==> src/verilog/beat_fifo.sv <==
// synchronous show-ahead fifo with occupancy count
`timescale 1ns/1ps

module beat_fifo #(
   parameter int WIDTH = 64,
   parameter int DEPTH = 16
) (
   input  logic                       clk,
   input  logic                       rst,
   input  logic                       push_i,
   input  logic                       pop_i,
   input  logic [WIDTH-1:0]           din_i,
   output logic [WIDTH-1:0]           dout_o,
   output logic                       empty_o,
   output logic [$clog2(DEPTH+1)-1:0] count_o
);

   localparam int PTR_W = $clog2(DEPTH);
   localparam int CNT_W = $clog2(DEPTH+1);

   logic [WIDTH-1:0] mem [DEPTH];
   logic [PTR_W-1:0] wr_ptr;
   logic [PTR_W-1:0] rd_ptr;
   logic [CNT_W-1:0] count;
   logic             do_push;
   logic             do_pop;

   assign do_push = push_i && (count < DEPTH);   // drop when full
   assign do_pop  = pop_i && (count != '0);

   // ------------------------------------------------------------------------
   // pointers and count
   // ------------------------------------------------------------------------
   always_ff @(posedge clk) begin
      if (rst) begin
         wr_ptr <= '0;
         rd_ptr <= '0;
         count  <= '0;
      end else begin
         if (do_push) begin
            wr_ptr <= (wr_ptr == PTR_W'(DEPTH-1)) ? '0 : wr_ptr + 1'b1;
         end
         if (do_pop) begin
            rd_ptr <= (rd_ptr == PTR_W'(DEPTH-1)) ? '0 : rd_ptr + 1'b1;
         end
         case ({do_push, do_pop})
            2'b10:   count <= count + 1'b1;
            2'b01:   count <= count - 1'b1;
            default: count <= count;   // idle or push and pop together
         endcase
      end
   end

   // storage
   always_ff @(posedge clk) begin
      if (do_push) begin
         mem[wr_ptr] <= din_i;
      end
   end

   // head shown ahead of the pop
   assign dout_o  = mem[rd_ptr];
   assign empty_o = (count == '0);
   assign count_o = count;

endmodule

==> config.mk <==
export PLATFORM = sky130hd
export DESIGN_NAME = beat_fifo
export DESIGN_NICKNAME = d
export VERILOG_FILES = /design/src/verilog/beat_fifo.sv
export SDC_FILE = /design/constraint.sdc
export NUM_CORES = 1
export LEC_CHECK = 0
export BUFFER_PORTS_ARGS = -buffer_cell sky130_fd_sc_hd__clkbuf_2
export CORE_UTILIZATION = 33
export CTS_BUF_LIST = sky130_fd_sc_hd__clkbuf_8 sky130_fd_sc_hd__clkbuf_16
export DETAILED_ROUTE_END_ITERATION = 10
export PLACE_DENSITY = 0.46
export SLEW_MARGIN = 30
export SYNTH_ARGS = -nofsm -noshare
export SYNTH_HDL_FRONTEND = slang
export SYNTH_SLANG_ARGS = --single-unit
==> constraint.sdc <==
create_clock -name clk -period 6.13 [get_ports clk]
set_input_delay 0.3065 -clock clk [delete_from_list [all_inputs] [get_ports clk]]
set_output_delay 0.3065 -clock clk [all_outputs]
set_load 0.02 [all_outputs]
; ---- Yosys cells after proc, flatten, opt, wreduce, memory -nomap -nowiden
; Memory sizes are Yosys's and may differ from the RTL's. A register that Yosys moved wholly into a read port is not among the register bits.
; Index checks and enable logic that the tools add are counted.
[totals]
inputBits = 68
out_inout_bits = 70
reg_bits = 13
mem_count = 1
mem_bits_rw = 1024
elab_cells = 25
[mem_list]
columns = name, words, word_bits, read_ports, rd_ports_with_merged_regs, write_ports, line
row1 = mem, 16, 64, 1, 1, 1, 21  ; logic [WIDTH-1:0] mem [DEPTH];
[op_classes]
muxes = 7
reduce_logical = 5
n_eq_ne = 4
order_cmp = 1
n_addsub = 4
[ops]
columns = cell, n
row1 = $mux W4, 4
row2 = $pmux W5 S2, 1
row3 = $add A4 B1 Y4 const B, 2
row4 = $eq A4 B4 Y1 const B, 2
row5 = $add A5 B1 Y5 const B, 1
row6 = $logic_not A5 Y1, 1
row7 = $lt A5 B5 Y1 const B, 1
row8 = $reduce_bool A5 Y1, 1
row9 = $sub A5 B1 Y5 const B, 1
row10 = $eq A2 B1 Y1 const B, 1
row11 = $eq A2 B2 Y1 const B, 1
row12 = $logic_and A1 B1 Y1, 2
row13 = $mux W1, 2
row14 = $reduce_bool A2 Y1, 1

; ---- Logic depth before layout (Yosys ltp)
[logic_depth]
word_depth = 4
ltp_mapped = 11
depth_no_buf = 10

; ---- Worst setup path after synthesis
; OpenSTA, ideal clock, no wires.
[synth_timing]
path_kind = flip-flop to flip-flop
startpoint = reg count[4] (netlist: count_o[4])
endpoint = mem mem[7][0] (enable)
path_buffers = 0
setup_ns = 0.565
required_ns = 5.565
path_slack_ns = 0.224
path_stages_with_launch = 4
t_arrival_ns = 5.341
period_less_slack_ns = 5.906
path_cell_list = dfxtp_1 > nor2b_1 > inv_1 > nor3_1
[synth_between]
elab_chain_cells = 4
[synth_rtl]
columns = element, line
row1 = "start, declared", 24  ; logic [CNT_W-1:0] count;
row2 = "start signal, assigned", 47  ; 2'b10: count <= count + 1'b1;
row3 = "start signal, assigned", 48  ; 2'b01: count <= count - 1'b1;
row4 = "start signal, assigned", 49  ; default: count <= count;
row5 = $lt A5 B5 Y1, 28  ; assign do_push = push_i && (count < DEPTH);
row6 = $logic_and A1 B1 Y1, 28
row7 = $mux W1, 56  ; if (do_push) begin
row8 = $mux W1 (implied by the code), 57  ; mem[wr_ptr] <= din_i;
row9 = "end, declared", 21
; Every way passes these cells.

==> key figures <==
Setup path
  – Worst endpoint data arrival time: 3.32 ns
  – WS Path Type: register to output pin
  – Critical Path Most Common Cell: buf_4
  – Setup crit start kind: register
  – Crit-path cells: nor2b_4, buf_4, buf_4, a22oi_1, nand2_1, clkbuf_2
  – Worst setup EP type: output pin
  – Crit-path max FO: 37
  – Max incr delay on CP: 0.71 ns
  – Crit-path slowest cell: buf_4
  – WP data required: 5.82 ns

Clock tree
  – Cts bufs inserted: 110
  – Reg clk slew, reported paths: 0.06 ns
  – CTS tree: built
  – Max Buffers Root-to-Sink: 3
  – Post-CTS sizing: 0
  – CTS Root Cell: clkbuf_16
  – Hold buffers post-CTS: 45
  – H-tree depth: 3
  – # clock sinks: 1041
  – Post-CTS Setup Repair Bufs: 0
  – Clk_lat worst skew: 0.70 ns

Logic synthesis
  – Async S/R FF share, synth: 0%
  – Seq cells post-synth: 1041
  – Post-Syn Area: 39200 µm²
  – Area contributors post-synth: edfxtp_1, mux4_2, a22oi_1, dfxtp_1, nand2_1
  – Top cells by count, synth: edfxtp_1, mux4_2, a22oi_1
  – Synth top area share: 78.5%
  – Sequential element share of the synthesized area: 79.3%
  – Largest area contributor in the netlist: edfxtp_1
  – Count leader, synth: edfxtp_1
  – Ys Warns: 0
  – Post-Syn Instances: 1687
  – Avg Inst Size Synth: 23.2 µm²
  – Distinct cells, synth: 40
  – Syn_nets: 1764
  – Number of synthesized flops with an enable pin: 1024
  – Main flop type after synthesis: edfxtp_1

Placed design
  – GP Congestion: 0.684
  – IO buf count: 137
  – Detailed Place HPWL: 48000 µm

Global route
  – Antenna violations before repair: 11
  – Largest net degree at the start of global routing: 77
  – First-pass GRT wire length: 139000 µm
  – Vias in the first global route: 19703
  – Total gr overflow: 0
  – GRT Overall Usage: 16.1%

Outcome
  – Status: finished, final reports clean

Route
  – Detailed Route Iter0 Violations: 1424
  – Avg WL per Cell: 27.0 µm
  – Residual DRC: 0
  – Aggregate routed wire length: 96300 µm
  – Drt pass-1 iters: 5
  – Routed vias: 18134
  – DR vias/cell: 5.09
  – Routed Antenna Nets: 0

Power and ir drop
  – Max rail drop VDD: 0.221 mV
  – Sw Pwr: 4610 µW
  – Cell Pwr Density: 381 nW/µm²
  – Flop pwr share: 46.5%
  – Combinational share of power: 18.5%
  – Leak Pwr: 0.0144 µW
  – Clk pwr share: 35.0%
  – Sw Ratio: 26.4%
  – Pint: 12800 µW

STA
  – Final setup viols: 0
  – Worst slew pin tran: 0.947 ns
  – Tmin final: 3.62 ns
  – RSZ-0062 raised after global routing: no
  – Worst hold slack: 0.0361 ns
  – Worst relative slew slack: 36.8%
  – Fmax: 0.276 GHz
  – Hold Violations, Final: 0
  – Layout Skew: 0.0467 ns
  – Max-slew violations: 0
  – Setup_tns: 0 ns
  – Fin crit share: 59.1%

Layout
  – Fill cells: 10603
  – Area Growth Syn to Fin: 17.0%
  – Total Nets Final: 2016
  – Layout cells sized above 1: 29.7%

Floorplan
  – Die W: 347 µm
  – Core footprint: 118000 µm²
  – DIE HEIGHT: 347 µm
  – Starting Density: 33.2%
  – Die area: 120000 µm²
  – Num ports: 138
  – Cell Rows: 126

Min path
  – Hold Crit Class: input port to register

Run
  – Total of max-cap violations: 0
[final timing paths]
kind | startpoint | depth (start not counted) | slack (ns) | endpoint
max reg2reg | count_o[1]$_SDFFE_PP0P_ | 10 | 2.90 | count_o[4]$_SDFFE_PP0P_
min reg2reg | rd_ptr[3]$_SDFFE_PP0N_ | 2 | 0.52 | register
max | register | 6 | 2.51 | dout_o[62]
min | din_i[36] | 1 | 0.04 | mem[5][36]$_DFFE_PP_
[power groups by stage]
stage	sequential, µW	clock (µW)	combinational [µW]
global placement	8310	0	3210
CTS	8180	6270	3270
floorplan	8230	0	2390
global route	8140	6540	3490
finish	8120	6100	3230
detailed placement	8330	0	3240
[layout make-up]
type / instances / area [µm²] / share of cell area [%]
flip-flops and latches: 1041 / 31100 / 67.8
multi-input cells: 550 / 7740 / 16.9
clock buffers: 110 / 2750 / 6.00
well taps: 1536 / 1920 / 4.19
repair buffers: 230 / 1740 / 3.79
clock inverters: 90 / 563 / 1.23
inverters: 6 / 22.5 / 0.0491
diodes: 3 / 7.51 / 0.0164
[placed cells by master (no fill, tap or decap), drive strengths merged, types with 4 or more instances in the layout]
cell type / netlist / final
edfxtp: 1024 / 1024
o21ai: 4 / 4
dfxtp: 17 / 17
xor2: 4 / 4
clkinv: 0 / 50
a21oi: 8 / 8
nor2: 22 / 22
dlygate4sd3: 0 / 45
clkbuf: 38 / 247
nor3: 8 / 8
buf: 52 / 48
a22oi: 128 / 128
inv: 6 / 42
ha: 9 / 9
mux4: 256 / 256
nand2: 78 / 78
[registers in the layout, summed over array words and instances, names as in the netlist, named ones only]
name     count
mem       1024
rd_ptr       4
count_o      5
wr_ptr       4
[metal layers]
| metal | wire length, µm | track usage (%) |
|---|---|---|
| met1 | 42300 | 21.6 |
| met2 | 47800 | 26.9 |
| met3 | 4570 | 2.94 |
| met4 | 1560 | 3.86 |
| met5 | 60 | 0 |
[cells by family after synthesis]
family / Yosys count / synth area share, %
xor gates and xnor gates: 5 / 0.112
DFF: 1041 / 79.3
muxes: 258 / 14.8
and+or+nand+nor: 131 / 1.48
AOI/OAI and AO/OA: 147 / 2.77
adders and majority gates: 9 / 0.287
buffers and inverters: 96 / 1.25
[through the flow]
stage / util, % / power, µW / cells / area, µm² / setup slack [ns]
floorplan: - / 10600 / 1687 / 39200 / 0.224
global placement: 35.6 / 11500 / 3314 / 42000 / 2.75
detailed placement: 35.6 / 11600 / 3316 / 42000 / 2.83
CTS: 38.8 / 17700 / 3561 / 45800 / 2.04
global route: 38.9 / 18200 / 3563 / 45800 / 2.26
finish: 38.9 / 17500 / 3566 / 45800 / 2.51
[critical path: cells and delay by family, from the launching register on]
kind            cells  cell delay [ns]
compound gates      1             0.23
buf+inv             3             1.44
flops               1             0.45
simple gates        2             0.47
(Power assumes the default switching activity.)
