--- src/verilog/wadj_cfg.svh ---
// width adjuster configuration: segment sizes, fifo depths and options
`ifndef WADJ_CFG_SVH
`define WADJ_CFG_SVH

// ------------------------------------------------------------------------
// segment and word shape
// ------------------------------------------------------------------------
`define WADJ_SEG_BYTES    8    // bytes per segment
`define WADJ_ENUM_SEG     4    // segments per egress word
`define WADJ_TID_W        3
`define WADJ_MD_W         1

// ------------------------------------------------------------------------
// buffering and flow control
// ------------------------------------------------------------------------
`define WADJ_IFIFO_DEPTH  64
`define WADJ_EFIFO_DEPTH  16
// free entries kept below full, covers the late ready and the in-flight word
`define WADJ_FC_MARGIN    4

// ------------------------------------------------------------------------
// output options
// ------------------------------------------------------------------------
`define WADJ_BYTE_ROTATE  1    // reverse byte order of the egress word

`endif

--- src/verilog/wadj_pkg.sv ---
// width adjuster types: ingress beat, egress word and segment info
`include "wadj_cfg.svh"

package wadj_pkg;

   // lane position inside the egress word
   typedef logic [$clog2(`WADJ_ENUM_SEG)-1:0] lane_idx_t;

   // ------------------------------------------------------------------------
   // one ingress beat, one segment wide
   // ------------------------------------------------------------------------
   typedef struct packed {
      logic [`WADJ_SEG_BYTES*8-1:0] tdata;
      logic [`WADJ_SEG_BYTES-1:0]   tkeep;   // one bit per byte
      logic [`WADJ_TID_W-1:0]       tid;
      logic [`WADJ_MD_W-1:0]        tuser_md;
      logic                         terr;
      logic                         tlast_segment;
      logic                         tlast;   // packet last
   } in_beat_t;

   // ------------------------------------------------------------------------
   // one egress word, lane 0 in the low bits
   // ------------------------------------------------------------------------
   typedef struct packed {
      logic [`WADJ_ENUM_SEG-1:0][`WADJ_SEG_BYTES*8-1:0] tdata;
      logic [`WADJ_ENUM_SEG-1:0][`WADJ_SEG_BYTES-1:0]   tkeep;
      logic [`WADJ_ENUM_SEG-1:0][`WADJ_TID_W-1:0]       tid;
      logic [`WADJ_ENUM_SEG-1:0]                        terr;
      logic [`WADJ_ENUM_SEG-1:0]                        tlast_segment;
      // from the latest beat of the word
      logic [`WADJ_MD_W-1:0]                            tuser_md;
      logic                                             tlast;
   } out_word_t;

   // per-word packet boundaries at egress
   typedef struct packed {
      logic sop;
      logic eop;
   } seg_info_t;

endpackage

--- src/verilog/seg_gather.sv ---
// lane packing: places popped beats into the egress word and pushes it
`timescale 1ns/1ps
`include "wadj_cfg.svh"

module seg_gather (
   input  logic                clk,
   input  logic                rst,
   input  logic                pop_i,
   input  wadj_pkg::lane_idx_t lane_idx_i,
   input  wadj_pkg::in_beat_t  beat_i,
   output logic                push_o,
   output wadj_pkg::out_word_t word_o
);

   localparam int LAST_LANE = `WADJ_ENUM_SEG - 1;

   wadj_pkg::out_word_t word_q;
   logic                push_q;
   logic                close;

   // word done after this beat
   assign close = pop_i && (beat_i.tlast || (lane_idx_i == LAST_LANE));

   // ------------------------------------------------------------------------
   // word assembly
   // ------------------------------------------------------------------------
   always_ff @(posedge clk) begin
      if (pop_i) begin
         // lanes above the current one hold nothing yet
         for (int i = 0; i < `WADJ_ENUM_SEG; i++) begin
            if (i > lane_idx_i) begin
               word_q.tkeep[i] <= '0;
            end
         end
         word_q.tdata[lane_idx_i]         <= beat_i.tdata;
         word_q.tkeep[lane_idx_i]         <= beat_i.tkeep;
         word_q.tid[lane_idx_i]           <= beat_i.tid;
         word_q.terr[lane_idx_i]          <= beat_i.terr;
         word_q.tlast_segment[lane_idx_i] <= beat_i.tlast_segment;
         word_q.tuser_md                  <= beat_i.tuser_md;   // latest beat wins
         word_q.tlast                     <= beat_i.tlast;
      end
   end

   // push trails the closing pop by one cycle
   always_ff @(posedge clk) begin
      if (rst) begin
         push_q <= 1'b0;
      end else begin
         push_q <= close;
      end
   end

   assign push_o = push_q;
   assign word_o = word_q;   // egress fifo samples it on push

endmodule

--- config.mk ---
export PLATFORM = sky130hd
export DESIGN_NAME = seg_gather
export DESIGN_NICKNAME = d
export VERILOG_FILES = /design/src/verilog/wadj_pkg.sv /design/src/verilog/seg_gather.sv
export VERILOG_INCLUDE_DIRS = /design/src /design/src/verilog
export SDC_FILE = /design/constraint.sdc
export NUM_CORES = 1
export LEC_CHECK = 0
export CAP_MARGIN = 0
export CORE_MARGIN = 2
export CORE_UTILIZATION = 41
export DETAILED_ROUTE_END_ITERATION = 7
export DONT_BUFFER_PORTS = 1
export PLACE_DENSITY = 0.56
export SYNTH_ARGS = -nofsm -noshare
export SYNTH_HDL_FRONTEND = slang
export SYNTH_SLANG_ARGS = --single-unit
--- constraint.sdc ---
create_clock -name clk -period 14.4 [get_ports clk]
set_input_delay 3.6 -clock clk [delete_from_list [all_inputs] [get_ports clk]]
set_output_delay 3.6 -clock clk [all_outputs]
set_load 0.01 [all_outputs]
### Word level (Yosys, flattened, before mapping)

Cells that the tools add are included.

* order comparisons: 5
* equality and inequality tests: 1
* multiplexer cells: 19
* reductions and logical operators: 3

Operators by type and width (count)
* $bwmux 256: 1
* $demux 64 s2: 1
* $mux 64: 1
* $mux 8: 7
* $bwmux 32: 1
* $demux 8 s2: 1
* $bwmux 12: 1
* $bwmux 4: 2
* $demux 3 s2: 1
* $gt 2x2->1 const A: 2
* $lt 2x3->1 const B: 1
* $mux 3: 1
* $demux 1 s2: 1
* $eq 2x2->1 const B: 1
* $ge 2x1->1 const B: 1
* $gt 1x2->1 const A: 1
* $logic_and 1x1->1: 2
* $logic_or 1x1->1: 1
* $mux 1: 1

* register bits: 311

### Logic depth before layout (Yosys ltp)

* depth in word-level cells: 5
* gate-level depth with buffers: 2
* mapped depth without buffers: 2

### Worst setup path before layout

Ideal clock, no wire load.

* kind: input port to flip-flop
* from: input pop_i
* to: register word_q, in the netlist word_o[100] (enable)
* data arrival time: 7.556 ns
* data required time: 13.877 ns
* path slack: 6.321 ns
* stages on the path: 2
* cells stage by stage: nor2b_1 nor2b_1

RTL lines
* start: declaration: RTL line seg_gather.sv:8 `input logic pop_i,`
* end: declaration: RTL line seg_gather.sv:17 `wadj_pkg::out_word_t word_q;`

==> results.txt <==
* Mapped Cells: 347
* Clock net sink count: 311
- In the final layout, the share of cells above drive strength 1 is 12.8%.
* Worst-margin pin slew: 1100 ps
* First drt pass iteration count: 4
* Maximum level of the CTS H-tree: 1
- The netlist uses 11 different library cells.
- IR drop worst, VDD: 0.0984 mV
- For this run, the register share of the synthesized area comes to a little over nine tenths.
- No sink is reached through more buffers than the 3 on the longest clock path.
- Outcome: complete, no violations
- The critical path goes through nor2b_1, nor2b_4, buf_4.
- The critical path is of the input pin to flip-flop type.
- The routed layout has 3595 vias.
- CP max stage delay: 970 ps
- Count of port buffers added during placement: 0
- The final critical path takes up between 30% and 40% of the cycle.
- The worst setup path is captured at a flip-flop.
- Highest-count cells in the layout ignoring fill and taps: sky130_fd_sc_hd__edfxtp_1, sky130_fd_sc_hd__clkbuf_16, sky130_fd_sc_hd__and2_1, sky130_fd_sc_hd__and3_1, sky130_fd_sc_hd__clkinv_2
* Number of slew-limit violations in the final report: 0
* Remaining antenna violation count: 0
- Cell with the largest stage delay on the worst path: sky130_fd_sc_hd__nor2b_4
- Post-CTS Setup Inserts: 0
- Worst path arrival time: 5860 ps
- HPWL after detailed placement: 12.1 mm
* Final-stage net count: 461
* DRC Markers: 0
- Number of global-route vias before repair: about 3.6k
- In this run, the number of DRC markers left after iteration 0 of detailed routing was 268.
- CP startpoint kind: input pin
* Clk Tree Root Cell: sky130_fd_sc_hd__clkbuf_16
- Max Cap Violations: 0
- Cts-stage hold buffer count: 0
* Floorplan row count: 55
- Cell area power density: ~170 mW/mm2
- Endpoint required time on the critical path: 14570 ps
- The number of hold-slack violations in the final timing report is 0.
- Post-Place Cell Area: 0.00996 mm2
- The first global-routing pass estimated ~25 mm of wire.
* Synth warnings: 0
- The repair_antennas step left the layout with diodes totalling 0.
- Counting every net in the synthesized netlist gives approximately 430.
* Leakage dissipation: 3.44 nW
- The floorplan step set the die height to 157 um.
- The die is 157 um wide.
- Minimum period implied by the final worst setup slack: 5690 ps
* Syn_area_per_cell: 27.5 um2
- Average wire per standard cell: 26.4 um
- Derived from the worst setup path, the maximum achievable clock frequency is 176 MHz.
- Setup repair after global routing left no endpoint under its margin.
- In this run the cell area of the synthesized design comes to 0.00955 mm2.
- In this run the standard cell core region covers 0.0228 mm2.
* Sum of negative setup slack: 0 ps
- During I/O placement, the number of pins put on the boundary was 395.
- Class of the worst hold path: input pin to flip-flop
- After routing the design area is 0.0109 mm2.
- Die ar.: about 0.025 mm2
- The initial utilization of the core area, before any placement, comes to between 40% and 50%.
- Summed over all layers, the global routing overflow is 0.
* RePlAce Congestion: roughly 0.79
- Multi-input gate area in the final layout: 235 um2
- Register Area: 0.00933 mm2
* Maximum fanout count along the critical path: between 40 and 50
* Worst rel slew slack: 26.2%
* Count of cells resized by post-cts repair: 0
- Count of fill cells added during filler insertion: 1836
- Clock-pin slew reported for the worst setup and hold paths after clock tree synthesis: 60 ps
* Pin count of the biggest net entering global routing: 70
* Per-cell via count in the routed design: roughly 5.0
- For this run, the total global-route usage over all layers was measured as 14.1%.
- Number of buffers created by CTS: 29
- Number of endpoints failing setup at the final stage: 0
- Number of synthesized register bits: 311
- Detailed Route WL: 18.8 mm
- From synthesis to final layout, the design area changed by 14.1%.
- The library cell used most frequently in the layout, excluding fill and tap cells, is sky130_fd_sc_hd__edfxtp_1.
- TritonCTS built the clock tree.
- The initial antenna violation count was 0.
Yosys cell counts:
cell type | n | share of area (%)
sky130_fd_sc_hd__nor3b_1 | 1 | 0.079
sky130_fd_sc_hd__a21oi_1 | 1 | 0.052
sky130_fd_sc_hd__edfxtp_1 | 310 | 97
sky130_fd_sc_hd__and2b_1 | 1 | 0.079
sky130_fd_sc_hd__nor2b_1 | 2 | 0.13
sky130_fd_sc_hd__clkbuf_1 | 2 | 0.079
sky130_fd_sc_hd__nor2b_2 | 1 | 0.092
sky130_fd_sc_hd__and2_1 | 18 | 1.2
sky130_fd_sc_hd__and3_1 | 9 | 0.59
sky130_fd_sc_hd__a21boi_0 | 1 | 0.079
sky130_fd_sc_hd__dfxtp_1 | 1 | 0.21
sequential cells by signal, indices dropped and copies added, names as in the netlist:
name    cells
push_o      1
word_o    310
layout make-up:
type                            count  area share (%)
Tap cell                          313            3.59
Multi-Input combinational cell     34            2.16
Clock buffer                       33            6.80
Sequential cell                   311            85.6
Clock inverter                     21            1.80
Timing Repair Buffer                1          0.0689
per-layer routing:
layer / up-vias / part of all wire [%] / global-route usage (%)
met5: - / 0 / 0
met4: 0 / 2.5 / 5.02
met1: 1836 / 32 / 14.3
met3: 37 / 13 / 7.64
li1: 1455 / - / -
met2: 267 / 52 / 24.6
logic make-up (layout without fill, tap and decap cells):
logic type | after synthesis | in the layout | share of synthesized area (%)
buf+inv | 2 | 55 | 0.0786
compound gates | 2 | 2 | 0.131
flops | 311 | 311 | 97.6
simple gates | 32 | 32 | 2.15
metrics by stage:
step	util [%]	setup WS (ps)	hold WS, ps	cells	power [W]
6_report	47.9	8710	3140	713	0.00184
5_1_grt	47.9	8470	3110	713	0.00190
4_1_cts	47.9	8660	3110	713	0.00187
3_5_place_dp	43.7	8090	3680	659	0.00113
3_3_place_gp	43.7	8190	3680	659	0.00113
2_1_floorplan	-	6320	3680	347	0.00111
path summary, 6_finish.rpt:
kind   from                    to  depth (start not counted)
min     rst     push_o$_SDFF_PP0_                          1
max   pop_i  word_o[86]$_DFFE_PP_                          3
power breakdown:
part | internal [W] | switching [W] | leakage [nW] | total, W
Combinational | 0.00000258 | 0.0000150 | 0.130 | 0.0000175
Clock | 0.000425 | 0.000308 | 0.454 | 0.000733
Sequential | 0.00105 | 0.0000431 | 2.85 | 0.00109
critical path, delay by kind of cell:
family / cells / cell delay (ps)
simple gates: 2 / 1530
buf+inv: 1 / 640
Note: power is estimated with default switching activity, not from simulation.
