### src/verilog/wadj_cfg.svh
// width adjuster configuration: segment sizes, fifo depths and options
`ifndef WADJ_CFG_SVH
`define WADJ_CFG_SVH

// ------------------------------------------------------------------------
// segment and word shape
// ------------------------------------------------------------------------
`define WADJ_SEG_BYTES    8    // bytes per segment
`define WADJ_ENUM_SEG     4    // segments per egress word
`define WADJ_TID_W        3
`define WADJ_MD_W         1

// ------------------------------------------------------------------------
// buffering and flow control
// ------------------------------------------------------------------------
`define WADJ_IFIFO_DEPTH  64
`define WADJ_EFIFO_DEPTH  16
// free entries kept below full, covers the late ready and the in-flight word
`define WADJ_FC_MARGIN    4

// ------------------------------------------------------------------------
// output options
// ------------------------------------------------------------------------
`define WADJ_BYTE_ROTATE  1    // reverse byte order of the egress word

`endif

### src/verilog/wadj_pkg.sv
// width adjuster types: ingress beat, egress word and segment info
`include "wadj_cfg.svh"

package wadj_pkg;

   // lane position inside the egress word
   typedef logic [$clog2(`WADJ_ENUM_SEG)-1:0] lane_idx_t;

   // ------------------------------------------------------------------------
   // one ingress beat, one segment wide
   // ------------------------------------------------------------------------
   typedef struct packed {
      logic [`WADJ_SEG_BYTES*8-1:0] tdata;
      logic [`WADJ_SEG_BYTES-1:0]   tkeep;   // one bit per byte
      logic [`WADJ_TID_W-1:0]       tid;
      logic [`WADJ_MD_W-1:0]        tuser_md;
      logic                         terr;
      logic                         tlast_segment;
      logic                         tlast;   // packet last
   } in_beat_t;

   // ------------------------------------------------------------------------
   // one egress word, lane 0 in the low bits
   // ------------------------------------------------------------------------
   typedef struct packed {
      logic [`WADJ_ENUM_SEG-1:0][`WADJ_SEG_BYTES*8-1:0] tdata;
      logic [`WADJ_ENUM_SEG-1:0][`WADJ_SEG_BYTES-1:0]   tkeep;
      logic [`WADJ_ENUM_SEG-1:0][`WADJ_TID_W-1:0]       tid;
      logic [`WADJ_ENUM_SEG-1:0]                        terr;
      logic [`WADJ_ENUM_SEG-1:0]                        tlast_segment;
      // from the latest beat of the word
      logic [`WADJ_MD_W-1:0]                            tuser_md;
      logic                                             tlast;
   } out_word_t;

   // per-word packet boundaries at egress
   typedef struct packed {
      logic sop;
      logic eop;
   } seg_info_t;

endpackage

### src/verilog/wadj_ctrl.sv
// width adjuster control: ingress ready, packet state, lane counter and pop
`timescale 1ns/1ps
`include "wadj_cfg.svh"

module wadj_ctrl (
   input  logic                                     clk,
   input  logic                                     rst,
   input  logic                                     tvld_i,
   input  logic                                     tlast_i,
   input  logic [$clog2(`WADJ_IFIFO_DEPTH+1)-1:0]   ififo_count_i,
   input  logic [$clog2(`WADJ_EFIFO_DEPTH+1)-1:0]   efifo_count_i,
   input  logic                                     ififo_empty_i,
   input  logic                                     head_tlast_i,
   output logic                                     trdy_o,
   output logic                                     sop_detect_o,
   output logic                                     ififo_push_o,
   output logic                                     ififo_pop_o,
   output wadj_pkg::lane_idx_t                      lane_idx_o
);

   localparam int IFIFO_WM  = `WADJ_IFIFO_DEPTH - `WADJ_FC_MARGIN;
   localparam int EFIFO_WM  = `WADJ_EFIFO_DEPTH - `WADJ_FC_MARGIN;
   localparam int LAST_LANE = `WADJ_ENUM_SEG - 1;

   logic                rdy_q;
   logic                pkt_open_q;   // ingress packet in progress
   wadj_pkg::lane_idx_t lane_q;
   logic                lane_close;

   // ------------------------------------------------------------------------
   // ingress side
   // ------------------------------------------------------------------------
   always_ff @(posedge clk) begin
      if (rst) begin
         rdy_q      <= 1'b0;
         pkt_open_q <= 1'b0;
      end else begin
         rdy_q <= (ififo_count_i < IFIFO_WM);   // one cycle late, margin covers it
         if (ififo_push_o) begin
            pkt_open_q <= !tlast_i;
         end
      end
   end

   assign trdy_o       = rdy_q;
   assign ififo_push_o = rdy_q && tvld_i;
   assign sop_detect_o = ififo_push_o && !pkt_open_q;   // first accepted beat

   // ------------------------------------------------------------------------
   // pop and lane counter
   // ------------------------------------------------------------------------
   // hold pops once the egress fifo reaches its watermark
   assign ififo_pop_o = !ififo_empty_i && (efifo_count_i < EFIFO_WM);

   // sop align: packet end also closes the word
   assign lane_close = head_tlast_i || (lane_q == LAST_LANE);

   always_ff @(posedge clk) begin
      if (rst) begin
         lane_q <= '0;
      end else if (ififo_pop_o) begin
         lane_q <= lane_close ? '0 : lane_q + 1'b1;
      end
   end

   assign lane_idx_o = lane_q;

endmodule

### config.mk
export PLATFORM = sky130hd
export DESIGN_NAME = wadj_ctrl
export DESIGN_NICKNAME = d
export VERILOG_FILES = /design/src/verilog/wadj_pkg.sv /design/src/verilog/wadj_ctrl.sv
export VERILOG_INCLUDE_DIRS = /design/src /design/src/verilog
export SDC_FILE = /design/constraint.sdc
export NUM_CORES = 1
export LEC_CHECK = 0
export ABC_AREA = 1
export BUFFER_PORTS_ARGS = -buffer_cell sky130_fd_sc_hd__buf_2
export CAP_MARGIN = 20
export CORE_AREA = 5 5 42 44
export DETAILED_ROUTE_END_ITERATION = 7
export DIE_AREA = 0 0 47 49
export PLACE_DENSITY = 0.53
export REMOVE_ABC_BUFFERS = 1
export SETUP_SLACK_MARGIN = 0.3
export SYNTH_ARGS = -nofsm -noshare
export SYNTH_HDL_FRONTEND = slang
export SYNTH_SLANG_ARGS = --single-unit
### constraint.sdc
create_clock -name clk -period 1.2 [get_ports clk]
set_input_delay 0.12 -clock clk [delete_from_list [all_inputs] [get_ports clk]]
set_output_delay 0.12 -clock clk [all_outputs]
set_load 0.005 [all_outputs]
=== Word-level counts from Yosys, hierarchy flattened ===
Index checks and enable logic that the tools add are counted.

* Bits in registers: 4
* Bits in latches: 0
* Memory bits (writable): 0
* Memory bits (read-only): 0
* Input port bits: 18
* Output and inout bits: 6
* Logic and storage cells: 15
* Memories: 0

* Add/subtract/negate cells: 1
* $mul: 0
* Divide/modulo/power cells: 0
* Order comparisons: 2
* Eq/ne operators: 1
* Shift-type cells: 0
* Mux-type cells: 1
* Bitwise gates (word level): 0
* Reduce and logical (&&, ||, !) cells: 7

{| class="wikitable"
|+ Operators with widths
! operator !! number
|-
| < comparator 7 x 6 -> 1 bit (second input constant) || 1
|-
| < comparator 5 x 4 -> 1 bit (second input constant) || 1
|-
| logical AND 1 bit || 3
|-
| logical NOT 1 bit || 3
|-
| adder 2 x 1 -> 2 bit (second input constant) || 1
|-
| equality test 2 bit (second input constant) || 1
|-
| 2-to-1 mux 2 bit || 1
|-
| logical OR 1 bit || 1
|}

=== Logic depth before layout (Yosys ltp) ===
* Depth after elaboration: 3
* Mapped depth: 6
* Depth with buffers taken out: 6

=== Worst setup path before layout ===
No wires, ideal clock.

* Path type: register to register
* From: register lane_q[0], in the netlist lane_idx_o[0]
* To: register lane_q[1], in the netlist lane_idx_o[1]
* Setup time: 113 ps
* Arrival time: 805 ps
* Required time: 1087 ps
* Setup slack: 282 ps
* Cell stages (with the launch flop): 6
* Buffers on the path: 0
* Period minus slack after synthesis: 918 ps
* Cell sequence: dfxtp_1 ha_1 inv_2 nor2_1 nor2_1 nor2_1

* Word-level cells in the longest chain between the ends: 3
* Elaborated cells on any way between the ends: 4
* Those cells by class: add/sub: 1; eq/ne: 1; mux: 1; reduce/logical: 1

{| class="wikitable"
|+ Ends and longest elaborated chain
! what !! line !! RTL
|-
| start, declared || wadj_ctrl.sv:27 || <nowiki>wadj_pkg::lane_idx_t lane_q;</nowiki>
|-
| start signal, assigned || wadj_ctrl.sv:62 || <nowiki>lane_q <= lane_close ? '0 : lane_q + 1'b1;</nowiki>
|-
| parallel branches: the longest is 2 deep, another holds adder 2 x 1 -> 2 bit || - ||
|-
| 2-to-1 mux 2 bit (*) || wadj_ctrl.sv:62 ||
|}

Every way passes the cells marked *.
A chain may end at the register's enable or synchronous reset.

=== Final worst setup path ===
* From: register rdy_q, in the netlist trdy_o
* To: output sop_detect_o

* Word-level cells in the longest chain between the ends: 2

{| class="wikitable"
|+ Ends and longest elaborated chain
! what !! line !! RTL
|-
| start, declared || wadj_ctrl.sv:25 || <nowiki>logic rdy_q;</nowiki>
|-
| start signal, assigned || wadj_ctrl.sv:38 || <nowiki>rdy_q <= (ififo_count_i < IFIFO_WM);</nowiki>
|-
| logical AND 1 bit || wadj_ctrl.sv:46 || <nowiki>assign ififo_push_o = rdy_q && tvld_i;</nowiki>
|-
| logical AND 1 bit || wadj_ctrl.sv:47 || <nowiki>assign sop_detect_o = ififo_push_o && !pkt_open_q;</nowiki>
|-
| end, declared || wadj_ctrl.sv:15 || <nowiki>output logic sop_detect_o,</nowiki>
|}

No other way between the ends.

==> flow_metrics.tcl <==
set metrics [dict create \
    status "finished, final reports clean" \
    grt_overflow 0 \
    rsz0062_at_grt "yes" \
    grt_usage 0.0606 \
    yosys_register_bits 4 \
    setup_tns_ns 0 \
    synth_area_sq_um 220 \
    clock_skew_ns 0.00285 \
    setup_viol 0 \
    power_density_mw_per_mm2 1010 \
    die_w_microns 47 \
    drtIter0Drc 1 \
    max-clock-path-buffers 2 \
    cts_hold_buf 0 \
    synth.distinct_cells 11 \
    cp.arrival_ns 0.80 \
    seqPwrFrac 0.378 \
    final_cell_mix "buf_2, nor2_1, nand2_1, inv_1" \
    cap_viol_max_count 0 \
    area_growth_pct 77.8 \
    initial_utilization 0.157 \
    io_buffers 19 \
    num_io_pins 24 \
    core_sq_mm 0.00140 \
    mostFrequentLayoutCell "buf_2" \
    maxSlewHeadroom 0.905 \
    vdd.ir_drop.worst_mv 0.377 \
    wl_microns 595 \
    endpoint_kind "output pin" \
    place_ws_ns 0.245 \
    fmax_ghz 1.09 \
    num_antenna_cells 0 \
    dpl.hpwl_microns 437 \
    setup_slack_ns 0.279 \
    critPathRequiredTime_ns 1.08 \
    antenna_found_initial 0 \
    final-max-slew-violation-count 0 \
    avgRoutedWirePerCell_microns 7.83 \
    syn_area_per_cell_sq_um 5.95 \
    p_switching_uw 98.7 \
    root_buffer "clkbuf_4" \
    cp_max_fo 3 \
    p_leak_nw 0.230 \
    layout_min_cycle_time_ns 0.921 \
    finalCritPeriodShare 0.767 \
    clock_latency_ns 0.23 \
    gp_congestion 0.617 \
    ys_seq_area_frac 0.364 \
    path_class "flip-flop to output pin" \
    drt_pre_antenna_iters 2 \
    comb_power_share 0.195 \
    vias_per_cell 3.49 \
    finalNetCount 81 \
    netlist_instances 37 \
    grt_pass1_vias 270 \
    start_kind "flip-flop" \
    cts_buffers 3 \
    cts_tree "done" \
    hold_viol_final 0 \
    ant_nets 0 \
    clk_pin_slew_worst_paths_ns 0.04 \
    ctsHtreeMaxLevel 1 \
    clockPowerShare 0.426 \
    die-area_sq_mm 0.00230 \
    nFillCells 166 \
    r2r_slack_ns 0.32 \
    drive_above_1_share 0.583 \
    grt_max_degree 6 \
    vias 265 \
    intPower_uw 296 \
    clock_sinks 4 \
    grt_pass1_wl_microns 903 \
    tightest_slew_ns 0.141 \
    ys_warn_count 0 \
    drc 0 \
    die_h_microns 49 \
    hp-class "input pin to flip-flop" \
    swShare 0.250 \
    rows 14 \
]
cells in the mapped netlist, drive strengths merged:
library cell	number	area, sq um
nand2	10	40.0
o21ai	1	5.00
nor2	11	43.8
ha	1	12.5
nor3	1	5.00
inv	8	30.0
dfxtp	4	80.1
clkinv	1	3.75
worst max-delay path, cell delays in order (launching register included):
cell     delay [ns]
dfxtp_2        0.32
nand2_2        0.06
nor2_1         0.07
buf_2          0.11
routing by layer:
| layer | GRT usage | wire (microns) | vias up |
|---|---|---|---|
| li1 | - | - | 152 |
| met1 | 0.0639 | 238 | 98 |
| met2 | 0.0747 | 261 | 15 |
| met3 | 0.0332 | 94 | 0 |
| met4 | 0.0691 | 0 | 0 |
| met5 | 0 | 0 | - |
final timing paths:
check | startpoint | end | cells past startpoint
worst max-delay path | trdy_o | sop_detect_o | 3
worst min-delay path | ififo_count_i[6] | trdy_o | 2
worst max register to register | lane_idx_o[0] | lane_idx_o[1] | 5
worst min register to register | pkt_open_q | pkt_open_q | 2
area by class of cell:
class / instances / area (sq um) / share of cell area
Clock buffer: 3 / 22.5 / 0.0575
Inverter: 9 / 33.8 / 0.0863
Multi-Input combinational cell: 24 / 126 / 0.323
Sequential cell: 4 / 86.3 / 0.220
Tap cell: 16 / 20.0 / 0.0511
Timing Repair Buffer: 20 / 103 / 0.262
registers in the layout (all words and copies together), names as in the netlist:
name and cells:
lane_idx_o 2, trdy_o 1, pkt_open_q 1
repair_timing:
action	4_1_cts	5_1_grt
setup buffers	1	0
endpoints found under the setup margin	4	4
gates resized for setup	6	4
pin swaps	3	3
through the flow:
stage | cells | area [sq um] | power (mW) | hold WS, ns | util
after global routing | 76 | 392 | 0.427 | 0.0409 | 0.279
after global placement | 72 | 335 | 0.216 | 0.287 | 0.239
final | 76 | 392 | 0.395 | 0.0440 | 0.279
after floorplan | 37 | 220 | 0.182 | 0.197 | -
after CTS | 76 | 387 | 0.407 | 0.0289 | 0.276
after detailed placement | 72 | 335 | 0.217 | 0.291 | 0.239
cell families (layout without fill, tap and decap cells):
logic type,count (synthesis),in the layout,share of synthesized area
AO/OA/AOI/OAI,1,1,0.0227
adder cells (fa/ha/maj),1,1,0.0568
buffers and inverters,9,32,0.153
flip-flops,4,4,0.364
AND/OR/NAND/NOR,22,22,0.403
power groups by stage:
stage | combinational, mW | sequential [mW] | clock (mW)
after floorplan | 0.0324 | 0.149 | 0
after global placement | 0.0667 | 0.149 | 0
after detailed placement | 0.0683 | 0.149 | 0
after CTS | 0.0751 | 0.149 | 0.183
after global routing | 0.0899 | 0.150 | 0.187
final | 0.0772 | 0.149 | 0.168
Power figures use the tool's default switching activity.
